File: src/design/lsu_pkg.sv
`default_nettype none

package lsu_pkg;

   // ==================================================
   // Widths
   // ==================================================

   localparam int WORD_W = 32;
   localparam int STRB_W = WORD_W / 8;
   localparam int TAG_W  = 5;
   localparam int SIZE_W = 2;
   localparam int LANE_W = 2;

   // Data and address word
   typedef logic [WORD_W-1:0] word_t;

   // One strobe per byte lane
   typedef logic [STRB_W-1:0] strb_t;

   // Destination register index
   typedef logic [TAG_W-1:0] tag_t;

   // Transfer size in bus hsize encoding
   typedef logic [SIZE_W-1:0] size_t;

   // Byte offset inside a word
   typedef logic [LANE_W-1:0] lane_t;

   // ==================================================
   // Size encodings
   // ==================================================

   localparam size_t SIZE_BYTE = 2'd0;
   localparam size_t SIZE_HALF = 2'd1;
   localparam size_t SIZE_WORD = 2'd2;

   // ==================================================
   // Response queue
   // ==================================================

   localparam int RSP_DEPTH = 2;

   // Pointer and fill count widths
   localparam int RSP_PTR_W = (RSP_DEPTH > 1) ? $clog2(RSP_DEPTH) : 1;
   localparam int RSP_CNT_W = $clog2(RSP_DEPTH + 1);

   typedef logic [RSP_PTR_W-1:0] rsp_ptr_t;
   typedef logic [RSP_CNT_W-1:0] rsp_cnt_t;

   // Last valid slot index before the pointers wrap
   localparam rsp_ptr_t RSP_LAST = rsp_ptr_t'(RSP_DEPTH - 1);

   // Fill level at which no new transfer may start
   localparam rsp_cnt_t RSP_FULL = rsp_cnt_t'(RSP_DEPTH);

endpackage

`default_nettype wire
File: src/design/lsu_top.sv
`timescale 1ns/10ps
`default_nettype none

module lsu_top (
   input  logic           clk,
   input  logic           rst_n,

   // Core request
   input  logic           req_valid,
   output logic           req_ready,
   input  logic           req_write,
   input  lsu_pkg::size_t req_size,
   input  logic           req_signed,
   input  lsu_pkg::word_t req_addr,
   input  lsu_pkg::word_t req_wdata,
   input  lsu_pkg::tag_t  req_tag,

   // Tagged response
   output logic           rsp_valid,
   input  logic           rsp_ready,
   output lsu_pkg::tag_t  rsp_tag,
   output logic           rsp_load,
   output lsu_pkg::word_t rsp_data,

   // AHB-lite style data bus
   output lsu_pkg::word_t haddr,
   output logic           htrans,
   output logic           hwrite,
   output lsu_pkg::size_t hsize,
   output lsu_pkg::word_t hwdata,
   output lsu_pkg::strb_t hwstrb,
   input  lsu_pkg::word_t hrdata,
   input  logic           hready
);

   logic           accept;
   lsu_pkg::word_t load_data;

   // Address phase comes straight from the request
   assign haddr  = req_addr;
   assign hwrite = req_write;
   assign hsize  = req_size;
   assign htrans = accept;

   store_align store_align_i (
      .clk       (clk),
      .rst_n     (rst_n),
      .accept    (accept),
      .req_size  (req_size),
      .req_addr  (req_addr),
      .req_wdata (req_wdata),
      .hwdata    (hwdata),
      .hwstrb    (hwstrb)
   );

   load_extract load_extract_i (
      .clk        (clk),
      .rst_n      (rst_n),
      .accept     (accept),
      .req_size   (req_size),
      .req_signed (req_signed),
      .req_addr   (req_addr),
      .hrdata     (hrdata),
      .load_data  (load_data)
   );

   bus_sequencer bus_sequencer_i (
      .clk       (clk),
      .rst_n     (rst_n),
      .req_valid (req_valid),
      .req_write (req_write),
      .req_tag   (req_tag),
      .req_ready (req_ready),
      .accept    (accept),
      .hready    (hready),
      .load_data (load_data),
      .rsp_valid (rsp_valid),
      .rsp_ready (rsp_ready),
      .rsp_tag   (rsp_tag),
      .rsp_load  (rsp_load),
      .rsp_data  (rsp_data)
   );

endmodule

`default_nettype wire

File: src/design/bus_sequencer.sv
`timescale 1ns/10ps
`default_nettype none

module bus_sequencer (
   input  logic           clk,
   input  logic           rst_n,
   input  logic           req_valid,
   input  logic           req_write,
   input  lsu_pkg::tag_t  req_tag,
   output logic           req_ready,
   output logic           accept,
   input  logic           hready,
   input  lsu_pkg::word_t load_data,
   output logic           rsp_valid,
   input  logic           rsp_ready,
   output lsu_pkg::tag_t  rsp_tag,
   output logic           rsp_load,
   output lsu_pkg::word_t rsp_data
);

   // Transfer currently in its data phase
   logic              pend;
   lsu_pkg::tag_t     pend_tag;
   logic              pend_load;

   // Response queue storage
   lsu_pkg::tag_t     q_tag  [lsu_pkg::RSP_DEPTH];
   logic              q_load [lsu_pkg::RSP_DEPTH];
   lsu_pkg::word_t    q_data [lsu_pkg::RSP_DEPTH];
   lsu_pkg::rsp_ptr_t wr_ptr;
   lsu_pkg::rsp_ptr_t rd_ptr;
   lsu_pkg::rsp_cnt_t cnt;

   lsu_pkg::rsp_cnt_t occ;
   logic              room;
   logic              push;
   logic              pop;

   // ==================================================
   // Request acceptance
   // ==================================================

   assign pop  = rsp_valid & rsp_ready;
   assign push = pend & hready;

   // Queue entries plus the data phase in flight less what drains now
   assign occ  = cnt + lsu_pkg::rsp_cnt_t'(pend) - lsu_pkg::rsp_cnt_t'(pop);
   assign room = occ < lsu_pkg::RSP_FULL;

   assign req_ready = hready & room;
   assign accept    = req_valid & req_ready;

   // ==================================================
   // Data phase tracking
   // ==================================================

   always_ff @(posedge clk or negedge rst_n) begin
      if (!rst_n) begin
         pend <= 1'b0;
      end else if (hready) begin
         // Data phase ends and the next one starts only on hready
         pend <= accept;
      end
   end

   always_ff @(posedge clk) begin
      if (accept) begin
         pend_tag  <= req_tag;
         pend_load <= ~req_write;
      end
   end

   // ==================================================
   // Response queue
   // ==================================================

   always_ff @(posedge clk) begin
      if (push) begin
         q_tag[wr_ptr]  <= pend_tag;
         q_load[wr_ptr] <= pend_load;
         // Stores report zero data
         q_data[wr_ptr] <= pend_load ? load_data : '0;
      end
   end

   always_ff @(posedge clk or negedge rst_n) begin
      if (!rst_n) begin
         wr_ptr <= '0;
         rd_ptr <= '0;
         cnt    <= '0;
      end else begin
         if (push) begin
            if (wr_ptr == lsu_pkg::RSP_LAST) begin
               wr_ptr <= '0;
            end else begin
               wr_ptr <= wr_ptr + 1'b1;
            end
         end
         if (pop) begin
            if (rd_ptr == lsu_pkg::RSP_LAST) begin
               rd_ptr <= '0;
            end else begin
               rd_ptr <= rd_ptr + 1'b1;
            end
         end
         case ({push, pop})
            2'b10:   cnt <= cnt + 1'b1;
            2'b01:   cnt <= cnt - 1'b1;
            default: cnt <= cnt;
         endcase
      end
   end

   // Head of the queue drives the response port
   assign rsp_valid = (cnt != '0);
   assign rsp_tag   = q_tag[rd_ptr];
   assign rsp_load  = q_load[rd_ptr];
   assign rsp_data  = q_data[rd_ptr];

endmodule

`default_nettype wire

File: src/design/load_extract.sv
`timescale 1ns/10ps
`default_nettype none

module load_extract (
   input  logic           clk,
   input  logic           rst_n,
   input  logic           accept,
   input  lsu_pkg::size_t req_size,
   input  logic           req_signed,
   input  lsu_pkg::word_t req_addr,
   input  lsu_pkg::word_t hrdata,
   output lsu_pkg::word_t load_data
);

   lsu_pkg::size_t size_q;
   logic           signed_q;
   lsu_pkg::lane_t lane_q;
   logic [7:0]     byte_sel;
   logic [15:0]    half_sel;

   // ==================================================
   // Load attributes for the data phase
   // ==================================================

   always_ff @(posedge clk or negedge rst_n) begin
      if (!rst_n) begin
         size_q   <= lsu_pkg::SIZE_WORD;
         signed_q <= 1'b0;
         lane_q   <= '0;
      end else if (accept) begin
         size_q   <= req_size;
         signed_q <= req_signed;
         lane_q   <= req_addr[1:0];
      end
   end

   // ==================================================
   // Lane selection and extension
   // ==================================================

   always_comb begin
      case (lane_q)
         2'd0:    byte_sel = hrdata[7:0];
         2'd1:    byte_sel = hrdata[15:8];
         2'd2:    byte_sel = hrdata[23:16];
         default: byte_sel = hrdata[31:24];
      endcase
   end

   // Halfword lane only looks at bit 1
   assign half_sel = lane_q[1] ? hrdata[31:16] : hrdata[15:0];

   always_comb begin
      case (size_q)
         lsu_pkg::SIZE_BYTE: begin
            load_data = {{(lsu_pkg::WORD_W - 8){signed_q & byte_sel[7]}}, byte_sel};
         end
         lsu_pkg::SIZE_HALF: begin
            load_data = {{(lsu_pkg::WORD_W - 16){signed_q & half_sel[15]}}, half_sel};
         end
         default: begin
            // Full word passes through
            load_data = hrdata;
         end
      endcase
   end

endmodule

`default_nettype wire

File: src/design/store_align.sv
`timescale 1ns/10ps
`default_nettype none

module store_align (
   input  logic           clk,
   input  logic           rst_n,
   input  logic           accept,
   input  lsu_pkg::size_t req_size,
   input  lsu_pkg::word_t req_addr,
   input  lsu_pkg::word_t req_wdata,
   output lsu_pkg::word_t hwdata,
   output lsu_pkg::strb_t hwstrb
);

   lsu_pkg::lane_t lane;
   lsu_pkg::word_t place_data;
   lsu_pkg::strb_t place_strb;

   // Only the low address bits pick the lane
   assign lane = req_addr[1:0];

   // ==================================================
   // Lane placement during the address phase
   // ==================================================

   always_comb begin
      case (req_size)
         lsu_pkg::SIZE_BYTE: begin
            // Low byte moved to lane 0..3
            place_data = lsu_pkg::word_t'(req_wdata[7:0]) << {lane, 3'b000};
            place_strb = lsu_pkg::strb_t'(1'b1) << lane;
         end
         lsu_pkg::SIZE_HALF: begin
            // Address bit 1 picks the upper or lower half
            place_data = lsu_pkg::word_t'(req_wdata[15:0]) << {lane[1], 4'b0000};
            place_strb = lsu_pkg::strb_t'(2'b11) << {lane[1], 1'b0};
         end
         default: begin
            place_data = req_wdata;
            place_strb = '1;
         end
      endcase
   end

   // ==================================================
   // Data phase registers
   // ==================================================

   // Strobes for the data phase
   always_ff @(posedge clk or negedge rst_n) begin
      if (!rst_n) begin
         hwstrb <= '0;
      end else if (accept) begin
         hwstrb <= place_strb;
      end
   end

   // Write data held until the next accepted transfer
   always_ff @(posedge clk) begin
      if (accept) begin
         hwdata <= place_data;
      end
   end

endmodule

`default_nettype wire

File: config.mk
export PLATFORM = sky130hd
export DESIGN_NAME = lsu_top
export DESIGN_NICKNAME = d
export VERILOG_FILES = /design/src/design/lsu_pkg.sv /design/src/design/lsu_top.sv /design/src/design/bus_sequencer.sv /design/src/design/load_extract.sv /design/src/design/store_align.sv
export SDC_FILE = /design/constraint.sdc
export NUM_CORES = 1
export LEC_CHECK = 0
export BUFFER_PORTS_ARGS = -buffer_cell sky130_fd_sc_hd__buf_4
export CORE_MARGIN = 3
export CORE_UTILIZATION = 37
export DETAILED_ROUTE_END_ITERATION = 8
export PLACE_DENSITY = 0.7
export SYNTH_ARGS = -nofsm -noshare
export SYNTH_HDL_FRONTEND = slang
export SYNTH_HIERARCHICAL = 1
export SYNTH_SLANG_ARGS = --single-unit
File: constraint.sdc
create_clock -name clk -period 10.3 [get_ports clk]
set_input_delay 1.03 -clock clk [delete_from_list [all_inputs] [get_ports clk]]
set_output_delay 1.03 -clock clk [all_outputs]
set_load 0.01 [all_outputs]
# ---- Yosys cells after proc, flatten, opt, wreduce, memory -nomap -nowiden
# Memories as Yosys holds them, arrays and structs flattened.
# Cells that the tools add are included.
dict set report word_totals {
  wordCells 54
  ramBits 76
  memories 3
  register_bits 52
  inputBits 110
  output_inout_bits 112
}
# memory words word_bits read_ports rd_clocked_by_memory_dff write_ports line
set mem_list {}
lappend mem_list {bus_sequencer_i.q_data 2 32 1 0 1 bus_sequencer.sv:29} ;# lsu_pkg::word_t q_data [lsu_pkg::RSP_DEPTH];
lappend mem_list {bus_sequencer_i.q_tag 2 5 1 0 1 bus_sequencer.sv:27} ;# lsu_pkg::tag_t q_tag [lsu_pkg::RSP_DEPTH];
lappend mem_list {bus_sequencer_i.q_load 2 1 1 0 1 bus_sequencer.sv:28} ;# logic q_load [lsu_pkg::RSP_DEPTH];
dict set report op_classes {
  reduce_logical 5
  bitwise 7
  eq_ne 6
  muxes 11
  addsub 6
  shift 4
  order_cmp 1
}
# cell n
set ops {}
lappend ops {{one-hot mux 32 bit (2 select lines)} 2}
lappend ops {{two-way mux 32 bit} 1}
lappend ops {{left shift 16 x 5 -> 32 bit} 1}
lappend ops {{left shift 8 x 5 -> 32 bit} 1}
lappend ops {{one-hot mux 8 bit (3 select lines)} 1}
lappend ops {{two-way mux 16 bit} 1}
lappend ops {{== test 2 x 1 -> 1 bit (second input constant)} 4}
lappend ops {{one-hot mux 4 bit (2 select lines)} 1}
lappend ops {{bitwise AND 1 bit} 6}
lappend ops {{zero test 2 bit} 3}
lappend ops {{== test 2 bit (second input constant)} 2}
lappend ops {{two-way mux 1 bit} 4}
lappend ops {{one-hot mux 2 bit (2 select lines)} 1}
lappend ops {{nonzero test 2 bit} 2}
lappend ops {{left shift 1 x 2 -> 4 bit (first input constant)} 1}
lappend ops {{left shift 2 x 2 -> 4 bit (first input constant)} 1}
lappend ops {{adder 1 bit (second input constant)} 2}
lappend ops {{adder 2 x 1 -> 2 bit} 1}
lappend ops {{adder 2 x 1 -> 2 bit (second input constant)} 1}
lappend ops {{less-than comparator 2 bit (second input constant)} 1}
lappend ops {{subtractor 2 x 1 -> 2 bit} 1}
lappend ops {{subtractor 2 x 1 -> 2 bit (second input constant)} 1}
lappend ops {{inverter 1 bit} 1}

# ---- Logic depth before layout (Yosys ltp)
# Gate-level depths: netlist of the first run.
dict set report depth {
  depth_word 6
  ltp_mapped 9
  depth_no_buf 9
}

# ---- Hierarchy
# Netlist of the first run, hierarchy kept.
# module instances area_each_um2 cells_per_inst seq_area_each_um2
set modules_own_cells {}
lappend modules_own_cells {bus_sequencer 1 3420.8 188 2587.5}
lappend modules_own_cells {store_align 1 1632.8 124 1061.0}
lappend modules_own_cells {load_extract 1 1057.3 128 126.4}
lappend modules_own_cells {lsu_top 1 262.8 35 0.0}

# ---- Worst setup path after synthesis of the first run
# No wires, ideal clock.
dict set report synth_timing {
  path_type {input to output}
  from {input rsp_ready}
  to {output htrans}
  path_stages 5
  required_ns 9.270
  path_buffers 0
  arrival_ns 2.938
  path_slack_ns 6.332
  cell_sequence {and2_1 > ha_1 > nand2b_1 > xnor2_1 > and3_1}
}
dict set report synth_between {
  elab_chain_len 5
}
# item line
set synth_rtl {}
lappend synth_rtl {{from (decl)} lsu_top.sv:20} ;# input logic rsp_ready,
lappend synth_rtl {{bitwise AND 1 bit} bus_sequencer.sv:43} ;# assign pop = rsp_valid & rsp_ready;
lappend synth_rtl {{subtractor 2 x 1 -> 2 bit} bus_sequencer.sv:47} ;# assign occ = cnt + lsu_pkg::rsp_cnt_t'(pend) - lsu_pkg::rsp_cnt_t'(pop);
lappend synth_rtl {{less-than comparator 2 bit} bus_sequencer.sv:48} ;# assign room = occ < lsu_pkg::RSP_FULL;
lappend synth_rtl {{bitwise AND 1 bit} bus_sequencer.sv:50} ;# assign req_ready = hready & room;
lappend synth_rtl {{bitwise AND 1 bit} bus_sequencer.sv:51} ;# assign accept = req_valid & req_ready;
lappend synth_rtl {{to (decl)} lsu_top.sv:27} ;# output logic htrans,
# No other way between the ends.

# ---- Worst setup path in the final report of the first run
dict set report layout_timing {
  from {register bus_sequencer_i.cnt[0]}
  to {output htrans}
}
dict set report layout_between {
  elab_chain_len 6
  word_cells_on_any_way 7
}
# item line
set layout_rtl {}
lappend layout_rtl {{from (decl)} bus_sequencer.sv:32} ;# lsu_pkg::rsp_cnt_t cnt;
lappend layout_rtl {{from (signal assigned)} bus_sequencer.sv:107} ;# 2'b10: cnt <= cnt + 1'b1;
lappend layout_rtl {{from (signal assigned)} bus_sequencer.sv:108} ;# 2'b01: cnt <= cnt - 1'b1;
lappend layout_rtl {{from (signal assigned)} bus_sequencer.sv:109} ;# default: cnt <= cnt;
lappend layout_rtl {{nonzero test 2 bit} bus_sequencer.sv:115} ;# assign rsp_valid = (cnt != '0);
lappend layout_rtl {{bitwise AND 1 bit} bus_sequencer.sv:43}
lappend layout_rtl {{via bus_sequencer_i.pop} bus_sequencer.sv:37} ;# logic pop;
lappend layout_rtl {{subtractor 2 x 1 -> 2 bit} bus_sequencer.sv:47}
lappend layout_rtl {{less-than comparator 2 bit} bus_sequencer.sv:48}
lappend layout_rtl {{bitwise AND 1 bit} bus_sequencer.sv:50}
lappend layout_rtl {{bitwise AND 1 bit} bus_sequencer.sv:51}
# The timed path passes the listed nets, and every way through them passes these cells.

==> impl_metrics.ini, run 1 <==
[status]
status = completed

[setup_path]
cp_data_arrival_time_ps = 3000
cp_max_fo = 51
crit_family = simple AND/OR/NAND/NOR gates
crit_path_start_kind = flip-flop
critPathMostFrequentCell = buf_4
cp-end-kind = output port
required_ps = 9270
cp.buffers_inverters = 2
crit_chain = or2_2, and2_1, ha_1, nand2b_1, xnor2_1, and3_2, buf_4, buf_4
setup.worst_path.class = reg2out
cp_slowest_cell = buf_4
slowest_delay_ps = 520

[global_route]
grt_pass1_vias = 4094
grt_pass1_wl_mm = 22.5
grt_max_degree = 52
overflow = 0
antenna_found_initial = 0
track_usage_pct = 15.9

[power]
p_leak_nw = 3.14
peakVddDrop_v = 0.000155
finalPower_mw = 2.15
power_density_nw_per_um2 = 268

[yosys]
ys_seq_area_share_pct = 59.2
ys_ff_latch = 128
synth_most_common_cell = edfxtp_1
yosysTopAreaCellShare_pct = 53.7
synth-edff-count = 114
synth_common_cells = edfxtp_1, nand2_1, mux2_2
avgSynthCellArea_um2 = 13.4
synth_warnings = 6
yosysTopAreaCell = edfxtp_1
ys_types = 46
synth_fp_nets = 587
ys.flop_type = edfxtp_1
synthCells = 475
ys_top_cells_by_area = edfxtp_1, mux2_2, dfrtp_1
synthesis.area_um2 = 6370
ys_async_sr_fraction_pct = 10.9

[place]
port_buffers = 161
place.gp.congestion = 0.819
dp_slack_ps = 6300
place_inst = 793
hpwl_mm = 10.5

[cells_and_area]
n_fill_cell = 1485
drive_above_1_share_pct = 42.9
finalNonFillerCells = 824
antenna_cells = 0
syn2layout_area_growth_pct = 26.3
layout.nets = 704

[worst_hold_path]
hold_class = reg2reg

[sta]
finalHoldViolCount = 0
finClkSkew_ps = 10.3
hold_ws_ps = 441
drv_slew = 0
setup-tns-final_ps = 0
rsz0062_at_grt = false
max-slew-margin-rel_pct = 24.2
max_freq_ghz = 0.248
worstMarginPinSlew_ps = 1130
min_period_over_period_pct = 39.1
setup_slack_ps = 6270
setup_viol = 0
fin_crit_ps = 4030

[floorplan]
die_h_um = 137
core_um2 = 16700
io-pin-count = 222
start_util_pct = 38.2
die-area_um2 = 18800
rows = 47
dieWidth_um = 137

[clock_tree]
clock-root-buffer = clkbuf_16
numCtsBuffers = 17
cts.clk_slew.worst_paths_ps = 60
post_cts_buffers = 0
clock_path_buffers = 2
cts_resized = 0
ctsHoldBuffers = 0
tritoncts = yes
htree_levels = 4
clk-insertion-delay-late_ps = 410
clkSinkCount = 128

[route]
vias = 4167
drt_wl_total_mm = 15.3
first_pass_iters = 7
drtAntennaViolNets = 0
drc = 0
wl_per_cell_um = 18.6
drt_iter0_drc = 281
viasPerCell = 5.06

[flow_run]
max_cap_violations = 0
sequential cells by signal, indices dropped and copies added (netlist names):
name,count
bus_sequencer_i/q_data,64
store_align_i/hwdata,32
bus_sequencer_i/q_tag,10
bus_sequencer_i/pend_tag,5
store_align_i/hwstrb,4
bus_sequencer_i/cnt,2
bus_sequencer_i/q_load,2
load_extract_i/lane_q,2
load_extract_i/size_q,2
bus_sequencer_i/pend,1
bus_sequencer_i/pend_load,1
bus_sequencer_i/rd_ptr,1
bus_sequencer_i/wr_ptr,1
load_extract_i/signed_q,1
routing by layer:
metal  global-route usage, %  vias to the layer above  share of wire [%]
met1                    19.9                     1977                 40
met3                    4.09                       57                7.0
li1                        -                     1959                  -
met4                    8.54                        0                3.7
met2                    25.4                      174                 49
met5                       0                        -                  0
where the power goes:
group	switching (mW)	internal [mW]	leakage, nW
registers	0.0782	0.712	1.22
logic	0.374	0.361	1.63
clock network	0.225	0.404	0.293
path summary, 6_finish.rpt:
kind	start	endpoint	slack, ps	depth (start not counted)
worst max-delay path	bus_sequencer_i/cnt[0]$_DFFE_PN0P_	htrans	6270	8
worst min-delay path	bus_sequencer_i/pend_tag[0]$_DFFE_PP_	bus_sequencer_i/q_tag[1][0]$_DFFE_PP_	440	0
worst max register to register	bus_sequencer_i/cnt[0]$_DFFE_PN0P_	store_align_i/hwstrb[2]$_DFFE_PN0P_	7350	10
worst min register to register	bus_sequencer_i/pend_tag[0]$_DFFE_PP_	bus_sequencer_i/q_tag[1][0]$_DFFE_PP_	440	0
max in group asynchronous	rst_n	load_extract_i/size_q[1]$_DFFE_PN1P_	9590	1
min in group asynchronous	rst_n	bus_sequencer_i/cnt[1]$_DFFE_PN0P_	460	1
logic make-up (layout without fill, tap and decap cells):
kind of cell	count (synthesis)	after routing	synth area share [%]
buffers and inverters	70	199	7.38
adder cells (fa/ha/maj)	2	2	0.393
AND/OR/NAND/NOR	130	130	11.1
multiplexers	59	59	10.1
flip-flops	128	128	59.2
XOR/XNOR	7	7	0.962
AO/OA/AOI/OAI	79	79	10.8
cell type report:
cell class | instances | area, um2 | share of cell area [%]
Multi-Input combinational cell | 277 | 2140 | 26.6
Tap cell | 220 | 275 | 3.42
Clock inverter | 13 | 188 | 2.33
Timing Repair Buffer | 163 | 1220 | 15.2
Sequential cell | 128 | 3770 | 46.9
Inverter | 5 | 18.8 | 0.233
Clock buffer | 18 | 429 | 5.33
stage by stage:
stage / cell area, um2 / util (%)
3_5_place_dp: 7430 / 44.5
5_1_grt: 8050 / 48.2
6_report: 8050 / 48.2
3_3_place_gp: 7430 / 44.5
2_1_floorplan: 6370 / -
4_1_cts: 8050 / 48.2
placed cells by master (no fill, tap or decap), types with 9 or more instances in the layout:
cell type,n
o21ai_0,12
nor2b_1,12
nand2_1,50
clkbuf_16,17
dfrtp_1,13
edfxtp_1,114
o211ai_2,10
mux2_2,44
nor2_1,11
buf_4,163
mux2i_1,15
and2_1,42
a22oi_1,9
No activity file was read; power rests on OpenSTA's default activity.
==> run 2: changes to the inputs <==
--- a/config.mk
+++ b/config.mk
@@ -5,6 +5,7 @@
 export SDC_FILE = /design/constraint.sdc
 export NUM_CORES = 1
 export LEC_CHECK = 0
+export ABC_AREA = 1
 export BUFFER_PORTS_ARGS = -buffer_cell sky130_fd_sc_hd__buf_4
 export CORE_MARGIN = 3
 export CORE_UTILIZATION = 37
==> constraint.sdc (replaced) <==
create_clock -name clk -period 3.95 [get_ports clk]
set_input_delay 0.395 -clock clk [delete_from_list [all_inputs] [get_ports clk]]
set_output_delay 0.395 -clock clk [all_outputs]
set_load 0.01 [all_outputs]
==> run 2 against run 1 <==
Flip-flop and latch count did not move. Core utilization fell by 0.21 points. Largest cell class unchanged. Total power rose to 2.5 times the previous value. Area after synthesis barely moved. Hold slack got worse by 290 ps. Worst setup slack got worse by 5200 ps. Synthesized cell count rose by 40%. Clock-buffer cell count rose by 1. Combinational power rose to 2.6 times the previous value.
==> impl_metrics.ini, run 2 <==
[clock_tree]
clock_path_buffers = 2
htree_levels = 4
tritoncts = yes
clock-root-buffer = clkbuf_16
cts.clk_slew.worst_paths_ps = 60
clk-insertion-delay-late_ps = 420
numCtsBuffers = 17
clkSinkCount = 128
cts_resized = 0

[route]
drtAntennaViolNets = 0
first_pass_iters = 5
drt_iter0_drc = 327
vias = 4787
wl_per_cell_um = 15.1
drc = 0
viasPerCell = 4.68
drt_wl_total_mm = 15.5

[sta]
worstMarginPinSlew_ps = 1220
setup_viol = 0
hold_ws_ps = 150
fin_crit_ps = 2900
max_freq_ghz = 0.344
setup-tns-final_ps = 0
drv_slew = 0
min_period_over_period_pct = 73.5
max-slew-margin-rel_pct = 18.4
finalHoldViolCount = 0
finClkSkew_ps = 6.62
rsz0062_at_grt = false

[yosys]
synthCells = 666
synth-edff-count = 114
synth_common_cells = nand2_1, edfxtp_1, inv_1
avgSynthCellArea_um2 = 9.57
ys_async_sr_fraction_pct = 10.9
ys_types = 30
synth_most_common_cell = nand2_1
yosysTopAreaCellShare_pct = 53.7
ys_top_cells_by_area = edfxtp_1, nand2_1, dfrtp_1
ys.flop_type = edfxtp_1
synth_fp_nets = 778
yosysTopAreaCell = edfxtp_1
ys_ff_latch = 128
synth_warnings = 6
synthesis.area_um2 = 6370
ys_seq_area_share_pct = 59.2

[setup_path]
slowest_delay_ps = 460
cp_data_arrival_time_ps = 2510
cp.buffers_inverters = 6
required_ps = 3560
setup.worst_path.class = reg2out
critPathMostFrequentCell = nand2_1
crit_path_start_kind = flip-flop
cp_slowest_cell = inv_2
cp-end-kind = output port
crit_chain = inv_1, nand2_1, nand2_1, inv_1, ha_1, inv_1, nand2_1, inv_1, nand2_1, nand2_1, nand3_1, inv_2, buf_4
cp_max_fo = 30
crit_family = buffers and inverters

[floorplan]
dieWidth_um = 137
rows = 47
start_util_pct = 38.2
core_um2 = 16700
die-area_um2 = 18800
io-pin-count = 222
die_h_um = 137

[place]
hpwl_mm = 11.1
port_buffers = 161
place.gp.congestion = 0.852

[cells_and_area]
layout.nets = 902
drive_above_1_share_pct = 29.3
top_regs = bus_sequencer_i/q_data (64), store_align_i/hwdata (32), bus_sequencer_i/q_tag (10)
syn2layout_area_growth_pct = 25.7
mostFrequentLayoutCells = nand2_1, buf_4, edfxtp_1
largest_register_ffs = 64
regMostFlops = bus_sequencer_i/q_data
final_common_cell = nand2_1
final_core_util_pct = 48.0
antenna_cells = 0

[power]
intPower_mw = 3.46
power_density_nw_per_um2 = 673
seq_power_share_pct = 37.3
switching_share_pct = 35.8
p_leak_nw = 3.86
peakVddDrop_v = 0.000284
power_frac_comb_pct = 36.0
finalPower_mw = 5.39
power_frac_clock_pct = 26.7
p_sw_mw = 1.93

[global_route]
overflow = 0
grt_pass1_wl_mm = 23.1
grt_max_degree = 40
track_usage_pct = 16.5
grt_pass1_vias = 4507
antenna_found_initial = 0

[worst_hold_path]
hold_class = in2reg

[flow_run]
max_cap_violations = 0

[status]
status = completed
## run 2: stage by stage
| stage | cells | worst slack, ps | cell area [um2] |
|---|---|---|---|
| floorplan | 666 | 994 | 6370 |
| global placement | 990 | 1560 | 7450 |
| detailed placement | 990 | 1450 | 7450 |
| CTS | 1023 | 1010 | 8010 |
| global route | 1023 | 765 | 8010 |
| finish | 1023 | 1050 | 8010 |
## run 2: worst reg2reg max path, cell delays in order, from the launching register on
cell	delay (ps)
dfrtp_1	400
inv_1	90
nand2_1	70
nand2_1	90
inv_1	70
ha_1	270
inv_1	60
nand2_1	60
inv_1	50
nand2_1	40
nand2_1	70
nand3_1	110
inv_2	460
buf_4	340
## run 2: timing repair
action	in CTS	in global routing
setup buffers	0	0
endpoints found under the hold margin	13	0
hold buffers	1	0
## run 2: layout make-up
class	instances	area, um2
repair buffers	165	1240
clock inverters	13	118
inverters	71	272
well taps	220	275
fillers	1595	8690
flip-flops and latches	128	3770
clock buffers	19	433
multi-input cells	407	1900
## run 2: power groups by stage
stage               clock [mW]  combinational [mW]  sequential [mW]
detailed placement           0                1.97             2.03
global route              1.53                2.17             2.04
global placement             0                1.94             2.03
finish                    1.44                1.94             2.01
floorplan                    0                1.33             1.97
CTS                       1.46                1.97             2.01
## run 2: path summary, 6_finish.rpt
path | start | endpoint | slack [ps] | cells past startpoint
min in group asynchronous | rst_n | bus_sequencer_i/cnt[0]$_DFFE_PN0P_ | 360 | 2
worst min register to register | bus_sequencer_i/pend_tag[3]$_DFFE_PP_ | bus_sequencer_i/q_tag[0][3]$_DFFE_PP_ | 440 | 0
max in group asynchronous | rst_n | load_extract_i/size_q[1]$_DFFE_PN1P_ | 3340 | 2
worst max-delay path | bus_sequencer_i/cnt[0]$_DFFE_PN0P_ | htrans | 1050 | 13
worst max register to register | bus_sequencer_i/cnt[0]$_DFFE_PN0P_ | store_align_i/hwdata[22]$_DFFE_PP_ | 1470 | 13
worst min-delay path | req_tag[2] | bus_sequencer_i/pend_tag[2]$_DFFE_PP_ | 150 | 1
## run 2: logic make-up after synthesis
group | after synthesis | share of synthesized area, %
DFF | 128 | 59.2
xor gates and xnor gates | 4 | 0.550
adders and majority gates | 2 | 0.393
and+or+nand+nor | 357 | 24.5
AOI/OAI and AO/OA | 42 | 3.79
buffers and inverters | 131 | 11.2
muxes | 2 | 0.353
## run 2: metal layers
metal | global-route usage, % | wire [um] | share of wire (%) | vias to the layer above
met5 | 0 | 0 | 0 | -
met4 | 6.37 | 369 | 2.4 | 0
met3 | 7.71 | 1990 | 13 | 30
met2 | 25.7 | 7060 | 46 | 226
met1 | 19.9 | 6060 | 39 | 2172
li1 | - | - | - | 2359
